$ cat src/hw/uart_pkg.sv
package uart_pkg;

    typedef logic [7:0] uart_byte_t;

    // one-cycle start with the byte to send
    typedef struct packed {
        logic       start;
        uart_byte_t data;
    } tx_req_t;

endpackage

$ cat src/hw/uart_tx.sv
`timescale 1ns/1ns

module uart_tx import uart_pkg::*; #(
    parameter int CLKS_PER_BIT = 40000
) (
    input  logic    clk,
    input  logic    rst,
    input  tx_req_t req,
    output logic    tx,
    output logic    busy
);

    localparam int CNT_WIDTH  = (CLKS_PER_BIT > 1) ? $clog2(CLKS_PER_BIT) : 1;
    localparam int FRAME_BITS = 10;  // start, 8 data, stop

    logic [CNT_WIDTH-1:0]  bit_cnt;
    logic [3:0]            bit_idx;
    logic [FRAME_BITS-1:0] frame;

    always_ff @(posedge clk) begin
        if (rst) begin
            busy    <= 1'b0;
            bit_cnt <= '0;
            bit_idx <= '0;
        end else if (!busy) begin
            if (req.start) begin
                busy    <= 1'b1;
                bit_cnt <= '0;
                bit_idx <= '0;
            end
        end else if (bit_cnt == CNT_WIDTH'(CLKS_PER_BIT - 1)) begin
            bit_cnt <= '0;
            if (bit_idx == 4'(FRAME_BITS - 1)) begin
                busy <= 1'b0;  // stop bit done
            end else begin
                bit_idx <= bit_idx + 1'b1;
            end
        end else begin
            bit_cnt <= bit_cnt + 1'b1;
        end
    end

    always_ff @(posedge clk) begin
        if (!busy && req.start) begin
            frame <= {1'b1, req.data, 1'b0};  // lsb first after start bit
        end else if (busy && bit_cnt == CNT_WIDTH'(CLKS_PER_BIT - 1)) begin
            frame <= {1'b1, frame[FRAME_BITS-1:1]};
        end
    end

    assign tx = busy ? frame[0] : 1'b1;  // idle high

endmodule

$ cat config.mk
export PLATFORM = sky130hd
export DESIGN_NAME = uart_tx
export DESIGN_NICKNAME = d
export VERILOG_FILES = /design/src/hw/uart_pkg.sv /design/src/hw/uart_tx.sv
export SDC_FILE = /design/constraint.sdc
export NUM_CORES = 1
export LEC_CHECK = 0
export BUFFER_PORTS_ARGS = -buffer_cell sky130_fd_sc_hd__buf_2
export CAP_MARGIN = 20
export CORE_ASPECT_RATIO = 1.75
export CORE_MARGIN = 8
export CORE_UTILIZATION = 30
export DETAILED_ROUTE_END_ITERATION = 6
export PLACE_DENSITY_LB_ADDON = 0.12
export RECOVER_POWER = 25
export SYNTH_ARGS = -nofsm -noshare
export SYNTH_HDL_FRONTEND = slang
export SYNTH_SLANG_ARGS = --single-unit
$ cat constraint.sdc
create_clock -name clk -period 2.9 [get_ports clk]
set_input_delay 0.725 -clock clk [delete_from_list [all_inputs] [get_ports clk]]
set_output_delay 0.725 -clock clk [all_outputs]
set_load 0.01 [all_outputs]
* After elaboration in Yosys (flattened, before gate mapping)
Index checks and enable logic that the tools add are counted.
Operators by class: $add $sub $neg 2, eq/ne operators 4, muxes and demuxes 14, reductions and logical operators 6
Operator list (count):
- $mux 16 | 3
- $mux 9 | 2
- $add 16x1->16 const B | 1
- $eq 16x16->1 const B | 1
- $mux 4 | 4
- $mux 1 | 5
- $add 4x1->4 const B | 1
- $eq 4x4->1 const B | 1
- $reduce_bool 2->1 | 2
- $reduce_and 3->1 | 1
- $logic_and 1x1->1 | 2
- $ne 2x1->1 const B | 1
- $ne 2x2->1 const B | 1
- $logic_not 1->1 | 1
Storage, ports and cells: bits in registers 30, input port bits 11, output and inout bits 2, logic and storage cells 31

* Depth between registers and ports, before layout
Gate-level depths: netlist (run 1).
depth in word-level cells 4, depth in mapped cells 7, mapped depth without buffers 7

* Least setup slack after synthesis (run 1)
No wires, ideal clock.
kind register -> output, from register busy, to output port tx, arrival 1.119 ns, data required time 2.175 ns, setup slack 1.056 ns, stages on the path, launching flop included 4, path buffers 2, path through dfxtp_1 clkbuf_1 clkbuf_1 nand2b_1
Between the ends: cells in the longest elaborated chain, start to end 1
Ends and longest elaborated chain:
- start: declaration | RTL line uart_tx.sv:10 | output logic busy
- start signal: assignment | RTL line uart_tx.sv:22 | busy <= 1'b0;
- start signal: assignment | RTL line uart_tx.sv:27 | busy <= 1'b1;
- start signal: assignment | RTL line uart_tx.sv:34 | busy <= 1'b0;
- $mux 1 | RTL line uart_tx.sv:51 | assign tx = busy ? frame[0] : 1'b1;
- end: declaration | RTL line uart_tx.sv:9 | output logic tx,
No other way between the ends.

* Worst setup path in the final report (run 1)
from register busy, to output port busy
No word-level cell between the ends.

==> impl_results.html, run 1 <==
<table>
<tr><th>Metric</th><th>Value</th></tr>
<tr><th colspan="2">Status</th></tr>
<tr><td>Outcome</td><td>completed</td></tr>
<tr><th colspan="2">Critical path</th></tr>
<tr><td>Worst Path Arrival</td><td>between 1500 and 2000 ps</td></tr>
<tr><td>Startpoint type of the worst setup path</td><td>flip-flop</td></tr>
<tr><td>Delay of the slowest cell on the worst path</td><td>between 500 and 600 ps</td></tr>
<tr><td>CP Class</td><td>reg2out</td></tr>
<tr><td>Largest driver fanout on the critical path</td><td>16</td></tr>
<tr><td>List of cells traversed by the critical path</td><td>clkbuf_1 -&gt; buf_2</td></tr>
<tr><td>Type of destination of the critical path</td><td>output port</td></tr>
<tr><td>Worst-path cell with the longest stage delay</td><td>sky130_fd_sc_hd__clkbuf_1</td></tr>
<tr><td>WP data required</td><td>around 2200 ps</td></tr>
<tr><th colspan="2">Final layout</th></tr>
<tr><td>Fraction of layout cells with a size suffix above 1</td><td>0.150</td></tr>
<tr><td>Antenna cell count</td><td>0</td></tr>
<tr><td>Area of all placed cells without fillers</td><td>~1800 sq um</td></tr>
<tr><td>Count of nets after finishing</td><td>200</td></tr>
<tr><td>Most common cell after layout, fill and taps aside</td><td>sky130_fd_sc_hd__dfxtp_1</td></tr>
<tr><td>Commonest cells after routing, fill and taps aside</td><td>22 x sky130_fd_sc_hd__dfxtp_1, 21 x sky130_fd_sc_hd__nand2_1, 14 x sky130_fd_sc_hd__a21oi_1, 11 x sky130_fd_sc_hd__buf_2</td></tr>
<tr><td>Final Non-Filler Cells</td><td>242</td></tr>
<tr><td>Synth-to-layout area growth</td><td>10.8%</td></tr>
<tr><td>Multi-input gate area</td><td>roughly 840 sq um</td></tr>
<tr><td>Combined flip-flop and latch cell area</td><td>681 sq um</td></tr>
<tr><td># fillers</td><td>around 540</td></tr>
<tr><td>Final core area utilization</td><td>0.340</td></tr>
<tr><th colspan="2">Global routing</th></tr>
<tr><td>First-pass GRT wire length</td><td>between 6000 and 7000 um</td></tr>
<tr><td>GRT Residual Overflow</td><td>0</td></tr>
<tr><td>Total routing resource utilization after global routing</td><td>0.102</td></tr>
<tr><td>Maximum number of pins on one net before global-route repair</td><td>17</td></tr>
<tr><td>Antenna violations before repair</td><td>0</td></tr>
<tr><td>Via count of the first global-routing pass</td><td>approximately 1400</td></tr>
<tr><th colspan="2">Clock tree</th></tr>
<tr><td>Number of setup buffers added after CTS</td><td>0</td></tr>
<tr><td>Number of gates resized after CTS</td><td>0</td></tr>
<tr><td>Total CTS buffers</td><td>5</td></tr>
<tr><td>CTS tree</td><td>done</td></tr>
<tr><td>Depth of the CTS H-tree</td><td>2</td></tr>
<tr><td>Quantity of hold-fixing buffers added after cts</td><td>0</td></tr>
<tr><td>Sink count of the clock tree</td><td>30</td></tr>
<tr><td>Clock transition at the register clock pins on the worst setup and hold paths after CTS</td><td>70 ps</td></tr>
<tr><td>Clock root buffer</td><td>sky130_fd_sc_hd__clkbuf_8</td></tr>
<tr><td>Deepest clock path buffer count</td><td>2</td></tr>
<tr><td>Worst-Skew Late Latency</td><td>approximately 280 ps</td></tr>
<tr><th colspan="2">Yosys</th></tr>
<tr><td>Mapped Cells</td><td>around 170</td></tr>
<tr><td>Post-synthesis register bit count</td><td>30</td></tr>
<tr><td>Top FF cell, synth</td><td>sky130_fd_sc_hd__dfxtp_1</td></tr>
<tr><td>Library cells used by synthesis</td><td>47</td></tr>
<tr><td>Cell Area, Synth</td><td>1590 sq um</td></tr>
<tr><td>Avg Synthesized Cell Area</td><td>approximately 9.2 sq um</td></tr>
<tr><td>EDFF count, synth</td><td>8</td></tr>
<tr><td>Sequential element share of the synthesized area</td><td>0.429</td></tr>
<tr><td>Syn_nets</td><td>~190</td></tr>
<tr><td>Total number of yosys warnings</td><td>0</td></tr>
<tr><td>Async set-reset flop share out of synthesis</td><td>0</td></tr>
<tr><th colspan="2">Flow run</th></tr>
<tr><td>Max-cap check violation count</td><td>0</td></tr>
<tr><th colspan="2">Timing</th></tr>
<tr><td>Final clock skew</td><td>approximately 6.7 ps</td></tr>
<tr><td>Final count of hold timing violations</td><td>0</td></tr>
<tr><td>Pins over their slew limit</td><td>0</td></tr>
<tr><td>Worst slew margin relative to its limit</td><td>0.506</td></tr>
<tr><td>Transition time of the tightest slew-check pin</td><td>roughly 730 ps</td></tr>
<tr><td>Maximum operating frequency</td><td>between 400 and 500 MHz</td></tr>
<tr><td>Final Setup Violations</td><td>0</td></tr>
<tr><td>Final worst-path cycle share</td><td>0.806</td></tr>
<tr><td>RSZ-0062 raised after global routing</td><td>false</td></tr>
<tr><td>Least setup slack across all paths after layout</td><td>roughly 560 ps</td></tr>
<tr><td>Final min period</td><td>2340 ps</td></tr>
<tr><td>Total negative setup slack</td><td>0 ps</td></tr>
<tr><td>WHS</td><td>between 400 and 500 ps</td></tr>
<tr><th colspan="2">Detailed routing</th></tr>
<tr><td>First-iteration detailed-routing DRC count</td><td>37</td></tr>
<tr><td>Routed vias</td><td>about 1300</td></tr>
<tr><td>DR pass1 iterations</td><td>4</td></tr>
<tr><td>Remaining design rule violation count</td><td>0</td></tr>
<tr><td>DR vias/cell</td><td>5.55</td></tr>
<tr><td>Wire length reported by the detailed router</td><td>between 3000 and 4000 um</td></tr>
<tr><td>Detailed-route wire length per cell</td><td>between 15 and 20 um</td></tr>
<tr><td>Antenna Nets Post-Route</td><td>0</td></tr>
<tr><th colspan="2">Floorplan</th></tr>
<tr><td>Area of the core</td><td>between 5000 and 6000 sq um</td></tr>
<tr><td>Number of top-level design ports</td><td>13</td></tr>
<tr><td>Die Width</td><td>just over 70 um</td></tr>
<tr><td>Die span in y</td><td>about 110 um</td></tr>
<tr><td>Die footprint</td><td>about 8000 sq um</td></tr>
<tr><td>Starting Density</td><td>0.307</td></tr>
<tr><td>Floorplan row count</td><td>35</td></tr>
<tr><th colspan="2">Power and ir drop</th></tr>
<tr><td>Areal power density over the cells</td><td>467 nW/um^2</td></tr>
<tr><td>Total power</td><td>between 0.8 and 0.9 mW</td></tr>
<tr><td>Cell leakage power</td><td>~0.63 nW</td></tr>
<tr><td>Worst vdd rail ir drop</td><td>0.259 mV</td></tr>
<tr><th colspan="2">Placed design</th></tr>
<tr><td>Global placer's final weighted congestion</td><td>about 0.82</td></tr>
<tr><td>Cells after DPL</td><td>234</td></tr>
<tr><td>Count of port buffers added during placement</td><td>12</td></tr>
<tr><td>Final HPWL DP</td><td>between 2000 and 3000 um</td></tr>
<tr><td>Post-placement worst setup slack</td><td>roughly 830 ps</td></tr>
<tr><td>Standard cell area after detailed placement</td><td>roughly 1700 sq um</td></tr>
<tr><th colspan="2">Min path</th></tr>
<tr><td>Worst min-delay path category</td><td>reg2reg</td></tr>
</table>
critical path, delay by kind of cell, from the launching register on:
family | cells | cell delay (ps)
buffers and inverters | 2 | 830
DFF | 1 | 510
worst paths after layout:
| path | startpoint | endpoint | slack, ps | cells after the start |
|---|---|---|---|---|
| setup / recovery | busy | busy | 560 | 2 |
| hold / removal | bit_cnt[15] | bit_cnt[15] | 480 | 1 |
| setup reg to reg | busy | bit_cnt[12] | 710 | 6 |
| hold reg to reg | bit_cnt[15] | bit_cnt[15] | 480 | 1 |
Yosys cell counts (2+ instances only):
library cell / number / area [sq um]
sky130_fd_sc_hd__o311a_1: 2 / 20.0
sky130_fd_sc_hd__nor2b_1: 3 / 18.8
sky130_fd_sc_hd__nand2_1: 21 / 78.8
sky130_fd_sc_hd__nor2_1: 9 / 33.8
sky130_fd_sc_hd__and3_1: 2 / 12.5
sky130_fd_sc_hd__buf_2: 2 / 10.0
sky130_fd_sc_hd__dfxtp_1: 22 / 440
sky130_fd_sc_hd__ha_1: 3 / 37.5
sky130_fd_sc_hd__o31ai_1: 2 / 15.0
sky130_fd_sc_hd__nand2_2: 2 / 12.5
sky130_fd_sc_hd__a22o_1: 7 / 61.3
sky130_fd_sc_hd__nand2b_1: 3 / 18.8
sky130_fd_sc_hd__mux2i_1: 4 / 40.0
sky130_fd_sc_hd__clkbuf_1: 3 / 11.3
sky130_fd_sc_hd__nand4_1: 3 / 18.8
sky130_fd_sc_hd__a21o_1: 2 / 15.0
sky130_fd_sc_hd__nand3b_1: 3 / 22.5
sky130_fd_sc_hd__a21oi_1: 14 / 70.1
sky130_fd_sc_hd__o21ai_0: 6 / 30.0
sky130_fd_sc_hd__and4_4: 2 / 22.5
sky130_fd_sc_hd__nand3_1: 5 / 25.0
sky130_fd_sc_hd__buf_4: 2 / 15.0
sky130_fd_sc_hd__a41oi_1: 2 / 17.5
sky130_fd_sc_hd__or3_1: 3 / 18.8
sky130_fd_sc_hd__nor3_1: 7 / 35.0
sky130_fd_sc_hd__nor2_2: 2 / 12.5
sky130_fd_sc_hd__a31oi_1: 9 / 56.3
sky130_fd_sc_hd__edfxtp_1: 8 / 240
sky130_fd_sc_hd__inv_1: 2 / 7.51
report_power, final:
part	switching [mW]	leakage (nW)	internal [mW]
clock	0.153	0.0426	0.165
combinational	0.0340	0.329	0.0216
sequential	0.00649	0.257	0.440
total	0.194	0.628	0.626
flip-flops by register name, summed over array words and instances, names as in the netlist:
register  flops
bit_cnt      16
busy          1
frame         9
bit_idx       4
per-layer routing:
| layer | part of all wire | vias to the layer above | global-route usage |
|---|---|---|---|
| li1 | - | 675 | - |
| met1 | 0.40 | 634 | 0.0974 |
| met2 | 0.55 | 28 | 0.193 |
| met3 | 0.037 | 6 | 0.0241 |
| met4 | 0.018 | 0 | 0.0517 |
| met5 | 0 | - | 0 |
cells by family (layout without fill, tap and decap cells):
family	after synthesis	count (layout)	synth area share
buf+inv	11	25	0.0371
flops	30	30	0.429
mux	4	4	0.0253
fa+ha+maj	3	3	0.0237
simple gates	75	75	0.275
compound gates	50	50	0.210
cell type report:
| type | count | area share |
|---|---|---|
| Clock buffer | 6 | 0.0413 |
| Clock inverter | 2 | 0.00499 |
| Inverter | 2 | 0.00427 |
| Multi-Input combinational cell | 132 | 0.479 |
| Sequential cell | 30 | 0.387 |
| Tap cell | 55 | 0.0392 |
| Timing Repair Buffer | 15 | 0.0442 |
Note: power is estimated with default switching activity, not from simulation.
==> inputs of run 2 (changes only) <==
==> constraint.sdc (replaced) <==
create_clock -name clk -period 2.2 [get_ports clk]
set_input_delay 0.55 -clock clk [delete_from_list [all_inputs] [get_ports clk]]
set_output_delay 0.55 -clock clk [all_outputs]
set_load 0.01 [all_outputs]
==> run 2 against run 1 <==
Against the previous run: clock skew is 2.2 ps lower; count of clock-buffer cells in the layout decreased by 1; via count is 3.4% higher; clock power rose by 73%; register-to-register slack got worse by 450 ps; final cell count increased by 2.9%; core utilization increased by 1.4 points; die area is the same; critical path depth grew 4; cell area grew 4.1%; hold slack got worse by 2.6 ps; critical endpoint is now bit_cnt[12].
==> impl_results.html, run 2 (same netlist as run 1, synthesis figures left out) <==
<table>
<tr><th>Metric</th><th>Value</th></tr>
<tr><th colspan="2">Status</th></tr>
<tr><td>Outcome</td><td>completed (unchanged)</td></tr>
<tr><th colspan="2">Clock tree</th></tr>
<tr><td>Clock root buffer</td><td>sky130_fd_sc_hd__clkbuf_8 (unchanged)</td></tr>
<tr><td>Depth of the CTS H-tree</td><td>2 (unchanged)</td></tr>
<tr><td>Deepest clock path buffer count</td><td>2 (unchanged)</td></tr>
<tr><td>CTS tree</td><td>done (unchanged)</td></tr>
<tr><td>Number of gates resized after CTS</td><td>0 (unchanged)</td></tr>
<tr><td>Clock transition at the register clock pins on the worst setup and hold paths after CTS</td><td>70 ps (about the same)</td></tr>
<tr><td>Number of setup buffers added after CTS</td><td>0 (unchanged)</td></tr>
<tr><td>Total CTS buffers</td><td>5 (unchanged)</td></tr>
<tr><td>Sink count of the clock tree</td><td>30 (unchanged)</td></tr>
<tr><td>Quantity of hold-fixing buffers added after cts</td><td>0 (unchanged)</td></tr>
<tr><td>Worst-Skew Late Latency</td><td>280 ps (about the same)</td></tr>
<tr><th colspan="2">Timing</th></tr>
<tr><td>Final Setup Violations</td><td>0 (unchanged)</td></tr>
<tr><td>Least setup slack across all paths after layout</td><td>256 ps (was 563 ps)</td></tr>
<tr><td>Maximum operating frequency</td><td>514 MHz</td></tr>
<tr><td>Transition time of the tightest slew-check pin</td><td>486 ps (was 735 ps)</td></tr>
<tr><td>Total negative setup slack</td><td>0 ps (unchanged)</td></tr>
<tr><td>Final min period</td><td>1940 ps</td></tr>
<tr><td>Pins over their slew limit</td><td>0 (unchanged)</td></tr>
<tr><td>Final count of hold timing violations</td><td>0 (unchanged)</td></tr>
<tr><td>Final worst-path cycle share</td><td>0.884</td></tr>
<tr><td>Final clock skew</td><td>4.55 ps (was 6.70 ps)</td></tr>
<tr><td>RSZ-0062 raised after global routing</td><td>false (unchanged)</td></tr>
<tr><td>Worst slew margin relative to its limit</td><td>0.673 (was 0.506)</td></tr>
<tr><th colspan="2">Detailed routing</th></tr>
<tr><td>Detailed-route wire length per cell</td><td>16.2 um (about the same)</td></tr>
<tr><td>DR vias/cell</td><td>5.58 (was 5.55)</td></tr>
<tr><td>Routed vias</td><td>1389 (was 1343)</td></tr>
<tr><td>First-iteration detailed-routing DRC count</td><td>24 (was 37)</td></tr>
<tr><td>Remaining design rule violation count</td><td>0 (unchanged)</td></tr>
<tr><td>DR pass1 iterations</td><td>4 (unchanged)</td></tr>
<tr><td>Wire length reported by the detailed router</td><td>4030 um (was 3920 um)</td></tr>
<tr><td>Antenna Nets Post-Route</td><td>0 (unchanged)</td></tr>
<tr><th colspan="2">Final layout</th></tr>
<tr><td>Biggest register</td><td>bit_cnt (unchanged)</td></tr>
<tr><td>Most common cell after layout, fill and taps aside</td><td>sky130_fd_sc_hd__dfxtp_1 (unchanged)</td></tr>
<tr><td># fillers</td><td>541 (was 542)</td></tr>
<tr><td>Count of nets after finishing</td><td>207 (was 200)</td></tr>
<tr><td>Max FFs per register</td><td>16 (unchanged)</td></tr>
<tr><td>Largest registers in the final layout</td><td>bit_cnt x16, frame x9, bit_idx x4 (unchanged)</td></tr>
<tr><td>Fraction of layout cells with a size suffix above 1</td><td>0.186 (was 0.150)</td></tr>
<tr><td>Combined flip-flop and latch cell area</td><td>681 sq um (unchanged)</td></tr>
<tr><td>Multi-input gate area</td><td>835 sq um (was 841 sq um)</td></tr>
<tr><td>Antenna cell count</td><td>0 (unchanged)</td></tr>
<tr><td>Synth-to-layout area growth</td><td>15.3% (was 10.8%)</td></tr>
<tr><td>Commonest cells after routing, fill and taps aside</td><td>22 x sky130_fd_sc_hd__dfxtp_1, 21 x sky130_fd_sc_hd__nand2_1, 13 x sky130_fd_sc_hd__a21oi_1, 11 x sky130_fd_sc_hd__buf_2, 10 x sky130_fd_sc_hd__nor2_1 (was 22 x sky130_fd_sc_hd__dfxtp_1, 21 x sky130_fd_sc_hd__nand2_1, 14 x sky130_fd_sc_hd__a21oi_1, 11 x sky130_fd_sc_hd__buf_2)</td></tr>
<tr><th colspan="2">Min path</th></tr>
<tr><td>Worst min-delay path category</td><td>reg2reg (unchanged)</td></tr>
<tr><th colspan="2">Placed design</th></tr>
<tr><td>Final HPWL DP</td><td>3020 um (was 2960 um)</td></tr>
<tr><td>Global placer's final weighted congestion</td><td>0.815 (was 0.822)</td></tr>
<tr><td>Count of port buffers added during placement</td><td>12 (unchanged)</td></tr>
<tr><td>Post-placement worst setup slack</td><td>79.8 ps (was 827 ps)</td></tr>
<tr><th colspan="2">Power and ir drop</th></tr>
<tr><td>Worst vdd rail ir drop</td><td>0.281 mV (was 0.259 mV)</td></tr>
<tr><td>Cell leakage power</td><td>0.671 nW (was 0.628 nW)</td></tr>
<tr><td>Areal power density over the cells</td><td>665 nW/um^2 (was 467 nW/um^2)</td></tr>
<tr><th colspan="2">Floorplan</th></tr>
<tr><td>Starting Density</td><td>0.307 (unchanged)</td></tr>
<tr><td>Floorplan row count</td><td>35 (unchanged)</td></tr>
<tr><td>Die Width</td><td>71.0 um (unchanged)</td></tr>
<tr><td>Area of the core</td><td>5170 sq um (unchanged)</td></tr>
<tr><td>Number of top-level design ports</td><td>13 (unchanged)</td></tr>
<tr><td>Die span in y</td><td>112 um (unchanged)</td></tr>
<tr><td>Die footprint</td><td>7960 sq um (unchanged)</td></tr>
<tr><th colspan="2">Global routing</th></tr>
<tr><td>Maximum number of pins on one net before global-route repair</td><td>26 (was 17)</td></tr>
<tr><td>Via count of the first global-routing pass</td><td>1483 (was 1394)</td></tr>
<tr><td>Antenna violations before repair</td><td>0 (unchanged)</td></tr>
<tr><td>Total routing resource utilization after global routing</td><td>0.109 (was 0.102)</td></tr>
<tr><td>GRT Residual Overflow</td><td>0 (unchanged)</td></tr>
<tr><td>First-pass GRT wire length</td><td>6980 um (was 6490 um)</td></tr>
<tr><th colspan="2">Flow run</th></tr>
<tr><td>Max-cap check violation count</td><td>0 (unchanged)</td></tr>
<tr><th colspan="2">Critical path</th></tr>
<tr><td>WP data required</td><td>2390 ps (was 2170 ps)</td></tr>
<tr><td>CP Class</td><td>reg2reg (was reg2out)</td></tr>
<tr><td>Type of destination of the critical path</td><td>flip-flop (was output port)</td></tr>
<tr><td>Delay of the slowest cell on the worst path</td><td>420 ps (was 570 ps)</td></tr>
<tr><td>Startpoint type of the worst setup path</td><td>flip-flop (unchanged)</td></tr>
<tr><td>Worst-path cell with the longest stage delay</td><td>sky130_fd_sc_hd__a21oi_2 (was sky130_fd_sc_hd__clkbuf_1)</td></tr>
<tr><td>List of cells traversed by the critical path</td><td>ha_1 -&gt; and4_1 -&gt; and4_4 -&gt; a21oi_2 -&gt; nand2_1 -&gt; o31ai_1 (was clkbuf_1 -&gt; buf_2)</td></tr>
<tr><td>Worst Path Arrival</td><td>2130 ps (was 1610 ps)</td></tr>
<tr><td>Setup slack of the worst register-to-register path</td><td>260 ps (was 710 ps)</td></tr>
<tr><td>Largest driver fanout on the critical path</td><td>11 (was 16)</td></tr>
</table>
-- run 2: power by group --
part	switching (mW)	total, mW	internal [mW]
Sequential	0.00549	0.585	0.580
Clock	0.218	0.551	0.333
Combinational	0.0483	0.0797	0.0314
-- run 2: layout make-up --
class	count	share of cell area
clock buffers	5	0.0376
clock inverters	3	0.0219
inverters	2	0.00411
multi-input cells	132	0.457
flip-flops and latches	30	0.372
well taps	55	0.0376
repair buffers	22	0.0698
-- run 2: routing by layer --
| metal | GRT usage | part of all wire | wire, um |
|---|---|---|---|
| met1 | 0.112 | 0.41 | 1670 |
| met2 | 0.190 | 0.51 | 2070 |
| met3 | 0.0277 | 0.041 | 164 |
| met4 | 0.0671 | 0.031 | 123 |
| met5 | 0 | 0 | 0 |
-- run 2: path summary, 6_finish.rpt --
check,startpoint,cells past startpoint,endpoint
min,bit_cnt[15],1,bit_cnt[15]
max reg2reg,bit_cnt[0],6,bit_cnt[12]
min reg2reg,bit_cnt[15],1,bit_cnt[15]
max,bit_cnt[0],6,bit_cnt[12]
-- run 2: stage by stage --
stage / hold WS (ps) / utilization / std cells / instance area, sq um / power, mW
5_1_grt: 508 / 0.354 / 249 / 1830 / 1.26
2_1_floorplan: 431 / - / 173 / 1590 / 0.644
6_report: 478 / 0.354 / 249 / 1830 / 1.22
3_5_place_dp: 489 / 0.336 / 241 / 1740 / 0.679
4_1_cts: 499 / 0.357 / 249 / 1850 / 1.23
3_3_place_gp: 482 / 0.336 / 241 / 1740 / 0.679
-- run 2: worst max-delay path: cells and delay by family (launching register included) --
family,cells,cell delay (ps)
flip-flops,1,350
adder cells (fa/ha/maj),1,220
AO/OA/AOI/OAI,2,670
AND/OR/NAND/NOR,3,610
==> inputs of run 3 (changes only) <==
--- a/config.mk
+++ b/config.mk
@@ -5,12 +5,14 @@
 export SDC_FILE = /design/constraint.sdc
 export NUM_CORES = 1
 export LEC_CHECK = 0
+export ABC_AREA = 1
 export BUFFER_PORTS_ARGS = -buffer_cell sky130_fd_sc_hd__buf_2
 export CAP_MARGIN = 20
 export CORE_ASPECT_RATIO = 1.75
 export CORE_MARGIN = 8
 export CORE_UTILIZATION = 30
 export DETAILED_ROUTE_END_ITERATION = 6
+export HOLD_SLACK_MARGIN = 0.12
 export PLACE_DENSITY_LB_ADDON = 0.12
 export RECOVER_POWER = 25
 export SYNTH_ARGS = -nofsm -noshare
==> run 3 against run 2 <==
Against the previous run: critical path depth shrank 3; fmax grew 8.5%; first-iteration DRC count rose to 2.8 times the previous value; global-route usage is 0.15 points higher; worst setup slack improved by 150 ps; core utilization shrank 0.18 points; synthesized area up 3.6%; wire length is 3.3% higher.
==> impl_results.html, run 3 <==
<table>
<tr><th>Metric</th><th>Value</th></tr>
<tr><th colspan="2">Min path</th></tr>
<tr><td>Destination of the worst hold path</td><td>frame[0] (was bit_cnt[15])</td></tr>
<tr><td>Worst min-delay path category</td><td>reg2reg (unchanged)</td></tr>
<tr><td>Hold depth</td><td>2 (was 1)</td></tr>
<tr><td>HP Start</td><td>frame[0] (was bit_cnt[15])</td></tr>
<tr><th colspan="2">Floorplan</th></tr>
<tr><td>Die footprint</td><td>8190 sq um (was 7960 sq um)</td></tr>
<tr><td>Number of top-level design ports</td><td>13 (unchanged)</td></tr>
<tr><td>Die Width</td><td>71.9 um (was 71.0 um)</td></tr>
<tr><td>Die span in y</td><td>114 um (was 112 um)</td></tr>
<tr><td>Starting Density</td><td>0.312 (was 0.307)</td></tr>
<tr><td>Area of the core</td><td>5260 sq um (was 5170 sq um)</td></tr>
<tr><td>Floorplan row count</td><td>35 (unchanged)</td></tr>
<tr><th colspan="2">Final layout</th></tr>
<tr><td>Fraction of layout cells with a size suffix above 1</td><td>0.163 (was 0.186)</td></tr>
<tr><td>Count of nets after finishing</td><td>253 (was 207)</td></tr>
<tr><td>Largest registers in the final layout</td><td>bit_cnt x16, frame x9, bit_idx x4 (unchanged)</td></tr>
<tr><td>Synth-to-layout area growth</td><td>12.7% (was 15.3%)</td></tr>
<tr><td>Antenna cell count</td><td>0 (unchanged)</td></tr>
<tr><td># fillers</td><td>572 (was 541)</td></tr>
<tr><td>Commonest cells after routing, fill and taps aside</td><td>55 x sky130_fd_sc_hd__nand2_1, 24 x sky130_fd_sc_hd__nor2_1, 23 x sky130_fd_sc_hd__nand3_1, 22 x sky130_fd_sc_hd__a21oi_1, 22 x sky130_fd_sc_hd__dfxtp_1 (was 22 x sky130_fd_sc_hd__dfxtp_1, 21 x sky130_fd_sc_hd__nand2_1, 13 x sky130_fd_sc_hd__a21oi_1, 11 x sky130_fd_sc_hd__buf_2, 10 x sky130_fd_sc_hd__nor2_1)</td></tr>
<tr><td>Biggest register</td><td>bit_cnt (unchanged)</td></tr>
<tr><td>Max FFs per register</td><td>16 (unchanged)</td></tr>
<tr><td>Most common cell after layout, fill and taps aside</td><td>sky130_fd_sc_hd__nand2_1 (was sky130_fd_sc_hd__dfxtp_1)</td></tr>
<tr><th colspan="2">Power and ir drop</th></tr>
<tr><td>Areal power density over the cells</td><td>610 nW/um^2 (was 665 nW/um^2)</td></tr>
<tr><td>Worst vdd rail ir drop</td><td>0.307 mV (was 0.281 mV)</td></tr>
<tr><td>Cell leakage power</td><td>0.701 nW (was 0.671 nW)</td></tr>
<tr><th colspan="2">Placed design</th></tr>
<tr><td>Global placer's final weighted congestion</td><td>0.819 (was 0.815)</td></tr>
<tr><td>Post-placement worst setup slack</td><td>633 ps (was 79.8 ps)</td></tr>
<tr><td>Final HPWL DP</td><td>3240 um (was 3020 um)</td></tr>
<tr><td>Count of port buffers added during placement</td><td>12 (unchanged)</td></tr>
<tr><th colspan="2">Critical path</th></tr>
<tr><td>Type of destination of the critical path</td><td>output port (was flip-flop)</td></tr>
<tr><td>WP data required</td><td>1650 ps (was 2390 ps)</td></tr>
<tr><td>Capturing point of the worst reg2reg path</td><td>bit_cnt[10] (was bit_cnt[12])</td></tr>
<tr><td>Depth of the worst register-to-register path</td><td>6 (unchanged)</td></tr>
<tr><td>Delay of the slowest cell on the worst path</td><td>400 ps (was 420 ps)</td></tr>
<tr><td>Startpoint of the lowest-slack register-to-register path</td><td>bit_cnt[0] (unchanged)</td></tr>
<tr><td>Worst-path cell with the longest stage delay</td><td>sky130_fd_sc_hd__dfxtp_1 (was sky130_fd_sc_hd__a21oi_2)</td></tr>
<tr><td>Total buffers and inverters traversed by the critical path</td><td>2 (was 0)</td></tr>
<tr><td>Setup slack of the worst register-to-register path</td><td>480 ps (was 260 ps)</td></tr>
<tr><td>Worst Path Arrival</td><td>1240 ps (was 2130 ps)</td></tr>
<tr><td>Startpoint type of the worst setup path</td><td>flip-flop (unchanged)</td></tr>
<tr><td>Largest driver fanout on the critical path</td><td>6 (was 11)</td></tr>
<tr><td>List of cells traversed by the critical path</td><td>inv_1 -&gt; or2_2 -&gt; buf_2 (was ha_1 -&gt; and4_1 -&gt; and4_4 -&gt; a21oi_2 -&gt; nand2_1 -&gt; o31ai_1)</td></tr>
<tr><td>Critical path's top delay family</td><td>flip-flops (was compound AO/OA/AOI/OAI gates)</td></tr>
<tr><td>CP Class</td><td>reg2out (was reg2reg)</td></tr>
<tr><th colspan="2">Timing</th></tr>
<tr><td>Final min period</td><td>1790 ps (was 1940 ps)</td></tr>
<tr><td>Worst slew margin relative to its limit</td><td>0.532 (was 0.673)</td></tr>
<tr><td>Final clock skew</td><td>4.93 ps (was 4.55 ps)</td></tr>
<tr><td>Least setup slack across all paths after layout</td><td>408 ps (was 256 ps)</td></tr>
<tr><td>Final worst-path cycle share</td><td>0.815 (was 0.884)</td></tr>
<tr><td>Maximum operating frequency</td><td>558 MHz (was 514 MHz)</td></tr>
<tr><td>Final count of hold timing violations</td><td>0 (unchanged)</td></tr>
<tr><td>Final Setup Violations</td><td>0 (unchanged)</td></tr>
<tr><td>RSZ-0062 raised after global routing</td><td>false (unchanged)</td></tr>
<tr><td>Pins over their slew limit</td><td>0 (unchanged)</td></tr>
<tr><td>Transition time of the tightest slew-check pin</td><td>701 ps (was 486 ps)</td></tr>
<tr><td>Total negative setup slack</td><td>0 ps (unchanged)</td></tr>
<tr><th colspan="2">Clock tree</th></tr>
<tr><td>Number of gates resized after CTS</td><td>0 (unchanged)</td></tr>
<tr><td>Deepest clock path buffer count</td><td>2 (unchanged)</td></tr>
<tr><td>Worst-Skew Late Latency</td><td>280 ps (about the same)</td></tr>
<tr><td>Quantity of hold-fixing buffers added after cts</td><td>0 (unchanged)</td></tr>
<tr><td>Number of setup buffers added after CTS</td><td>0 (unchanged)</td></tr>
<tr><td>CTS tree</td><td>done (unchanged)</td></tr>
<tr><td>Clock root buffer</td><td>sky130_fd_sc_hd__clkbuf_8 (unchanged)</td></tr>
<tr><td>Sink count of the clock tree</td><td>30 (unchanged)</td></tr>
<tr><td>Total CTS buffers</td><td>5 (unchanged)</td></tr>
<tr><td>Clock transition at the register clock pins on the worst setup and hold paths after CTS</td><td>70 ps (about the same)</td></tr>
<tr><td>Depth of the CTS H-tree</td><td>2 (unchanged)</td></tr>
<tr><th colspan="2">Yosys</th></tr>
<tr><td>Largest area contributor in the netlist</td><td>sky130_fd_sc_hd__dfxtp_1 (unchanged)</td></tr>
<tr><td>Most numerous cell in the Yosys netlist</td><td>sky130_fd_sc_hd__nand2_1 (was sky130_fd_sc_hd__dfxtp_1)</td></tr>
<tr><td>Post-synthesis register bit count</td><td>30 (unchanged)</td></tr>
<tr><td>Commonest cells post-synth</td><td>55 x sky130_fd_sc_hd__nand2_1, 23 x sky130_fd_sc_hd__nand3_1, 23 x sky130_fd_sc_hd__nor2_1 (was 22 x sky130_fd_sc_hd__dfxtp_1, 21 x sky130_fd_sc_hd__nand2_1, 14 x sky130_fd_sc_hd__a21oi_1)</td></tr>
<tr><td>Sequential element share of the synthesized area</td><td>0.415 (was 0.429)</td></tr>
<tr><td>Top FF cell, synth</td><td>sky130_fd_sc_hd__dfxtp_1 (unchanged)</td></tr>
<tr><td>Syn_nets</td><td>234 (was 187)</td></tr>
<tr><td>Async set-reset flop share out of synthesis</td><td>0 (unchanged)</td></tr>
<tr><td>EDFF count, synth</td><td>8 (unchanged)</td></tr>
<tr><td>Mapped Cells</td><td>220 (was 173)</td></tr>
<tr><td>Library cells used by synthesis</td><td>30 (was 47)</td></tr>
<tr><td>Avg Synthesized Cell Area</td><td>7.46 sq um (was 9.16 sq um)</td></tr>
<tr><td>Total number of yosys warnings</td><td>0 (unchanged)</td></tr>
<tr><td>Synth top area cells</td><td>sky130_fd_sc_hd__dfxtp_1 27%, sky130_fd_sc_hd__edfxtp_1 15%, sky130_fd_sc_hd__nand2_1 13% (was sky130_fd_sc_hd__dfxtp_1 28%, sky130_fd_sc_hd__edfxtp_1 15%, sky130_fd_sc_hd__nand2_1 5.0%)</td></tr>
<tr><td>Cell Area, Synth</td><td>1640 sq um (was 1590 sq um)</td></tr>
<tr><td>Area share of the largest cell type after synthesis</td><td>0.268 (was 0.278)</td></tr>
<tr><th colspan="2">Global routing</th></tr>
<tr><td>First-pass GRT wire length</td><td>6920 um (was 6980 um)</td></tr>
<tr><td>Via count of the first global-routing pass</td><td>1466 (was 1483)</td></tr>
<tr><td>Antenna violations before repair</td><td>0 (unchanged)</td></tr>
<tr><td>GRT Residual Overflow</td><td>0 (unchanged)</td></tr>
<tr><td>Total routing resource utilization after global routing</td><td>0.110 (was 0.109)</td></tr>
<tr><td>Maximum number of pins on one net before global-route repair</td><td>18 (was 26)</td></tr>
<tr><th colspan="2">Status</th></tr>
<tr><td>Outcome</td><td>completed (unchanged)</td></tr>
<tr><th colspan="2">Detailed routing</th></tr>
<tr><td>Detailed-route wire length per cell</td><td>14.1 um (was 16.2 um)</td></tr>
<tr><td>DR vias/cell</td><td>4.88 (was 5.58)</td></tr>
<tr><td>Remaining design rule violation count</td><td>0 (unchanged)</td></tr>
<tr><td>Antenna Nets Post-Route</td><td>0 (unchanged)</td></tr>
<tr><td>Routed vias</td><td>1441 (was 1389)</td></tr>
<tr><td>First-iteration detailed-routing DRC count</td><td>67 (was 24)</td></tr>
<tr><td>Wire length reported by the detailed router</td><td>4170 um (was 4030 um)</td></tr>
<tr><td>DR pass1 iterations</td><td>4 (unchanged)</td></tr>
<tr><th colspan="2">Flow run</th></tr>
<tr><td>Max-cap check violation count</td><td>0 (unchanged)</td></tr>
</table>
[run 3: cell count changes after synthesis, moves of 7 or more]
cell	before	now
sky130_fd_sc_hd__a31oi_1	9	0
sky130_fd_sc_hd__nor2_1	9	23
sky130_fd_sc_hd__inv_1	2	19
sky130_fd_sc_hd__nand2_1	21	55
sky130_fd_sc_hd__nand3_1	5	23
sky130_fd_sc_hd__a21oi_1	14	21
[run 3: worst reg2reg max path: stages, from the launching register on]
cell,delay [ps]
sky130_fd_sc_hd__dfxtp_1,340
sky130_fd_sc_hd__ha_1,230
sky130_fd_sc_hd__nand3_1,110
sky130_fd_sc_hd__nor2_1,90
sky130_fd_sc_hd__a21oi_1,580
sky130_fd_sc_hd__nand3_1,160
sky130_fd_sc_hd__a21oi_1,150
[run 3: layer usage]
metal | up-vias | global-route usage | wire length, um
met5 | - | 0 | 0
met4 | 0 | 0.0604 | 121
met3 | 8 | 0.0299 | 174
met2 | 20 | 0.210 | 2280
met1 | 648 | 0.0999 | 1590
li1 | 765 | - | -
[run 3: kinds of logic (layout without fill, tap and decap cells)]
family	Yosys count	after routing	synth area share
adder cells (fa/ha/maj)	3	3	0.0229
flip-flops	30	30	0.415
buffers and inverters	27	47	0.0716
AND/OR/NAND/NOR	120	120	0.338
XOR/XNOR	3	3	0.0160
AO/OA/AOI/OAI	37	37	0.137
[run 3: worst max path at each step]
stage                     from           to  slack, ps  cells past startpoint
floorplan                 busy           tx        660                      3
global placement        req[8]  bit_cnt[15]        650                      5
detailed placement  bit_cnt[0]   bit_idx[0]        630                      8
CTS                       busy           tx        370                      3
global route        bit_cnt[0]  bit_cnt[12]        290                      6
finish                    busy           tx        410                      3
[run 3: final cells by class]
type / instances / area, sq um / share of cell area
Clock inverter: 3 / 16.3 / 0.00880
Multi-Input combinational cell: 163 / 837 / 0.453
Timing Repair Buffer: 17 / 93.8 / 0.0507
Sequential cell: 30 / 681 / 0.368
Inverter: 22 / 83.8 / 0.0453
Clock buffer: 5 / 68.8 / 0.0372
Tap cell: 55 / 68.8 / 0.0372
[run 3: through the flow]
step	util	instances	instance area, sq um	hold WS [ps]	total power [mW]
2_1_floorplan	-	220	1640	441	0.672
3_3_place_gp	0.338	287	1770	463	0.713
3_5_place_dp	0.338	287	1770	463	0.713
4_1_cts	0.354	295	1860	473	1.15
5_1_grt	0.352	295	1850	498	1.19
6_report	0.352	295	1850	472	1.13
[run 3: power by group]
part	leakage [nW]	switching [mW]	internal [mW]
Clock	0.0416	0.216	0.216
Combinational	0.403	0.0599	0.0378
Sequential	0.257	0.0130	0.586
Total	0.701	0.289	0.840
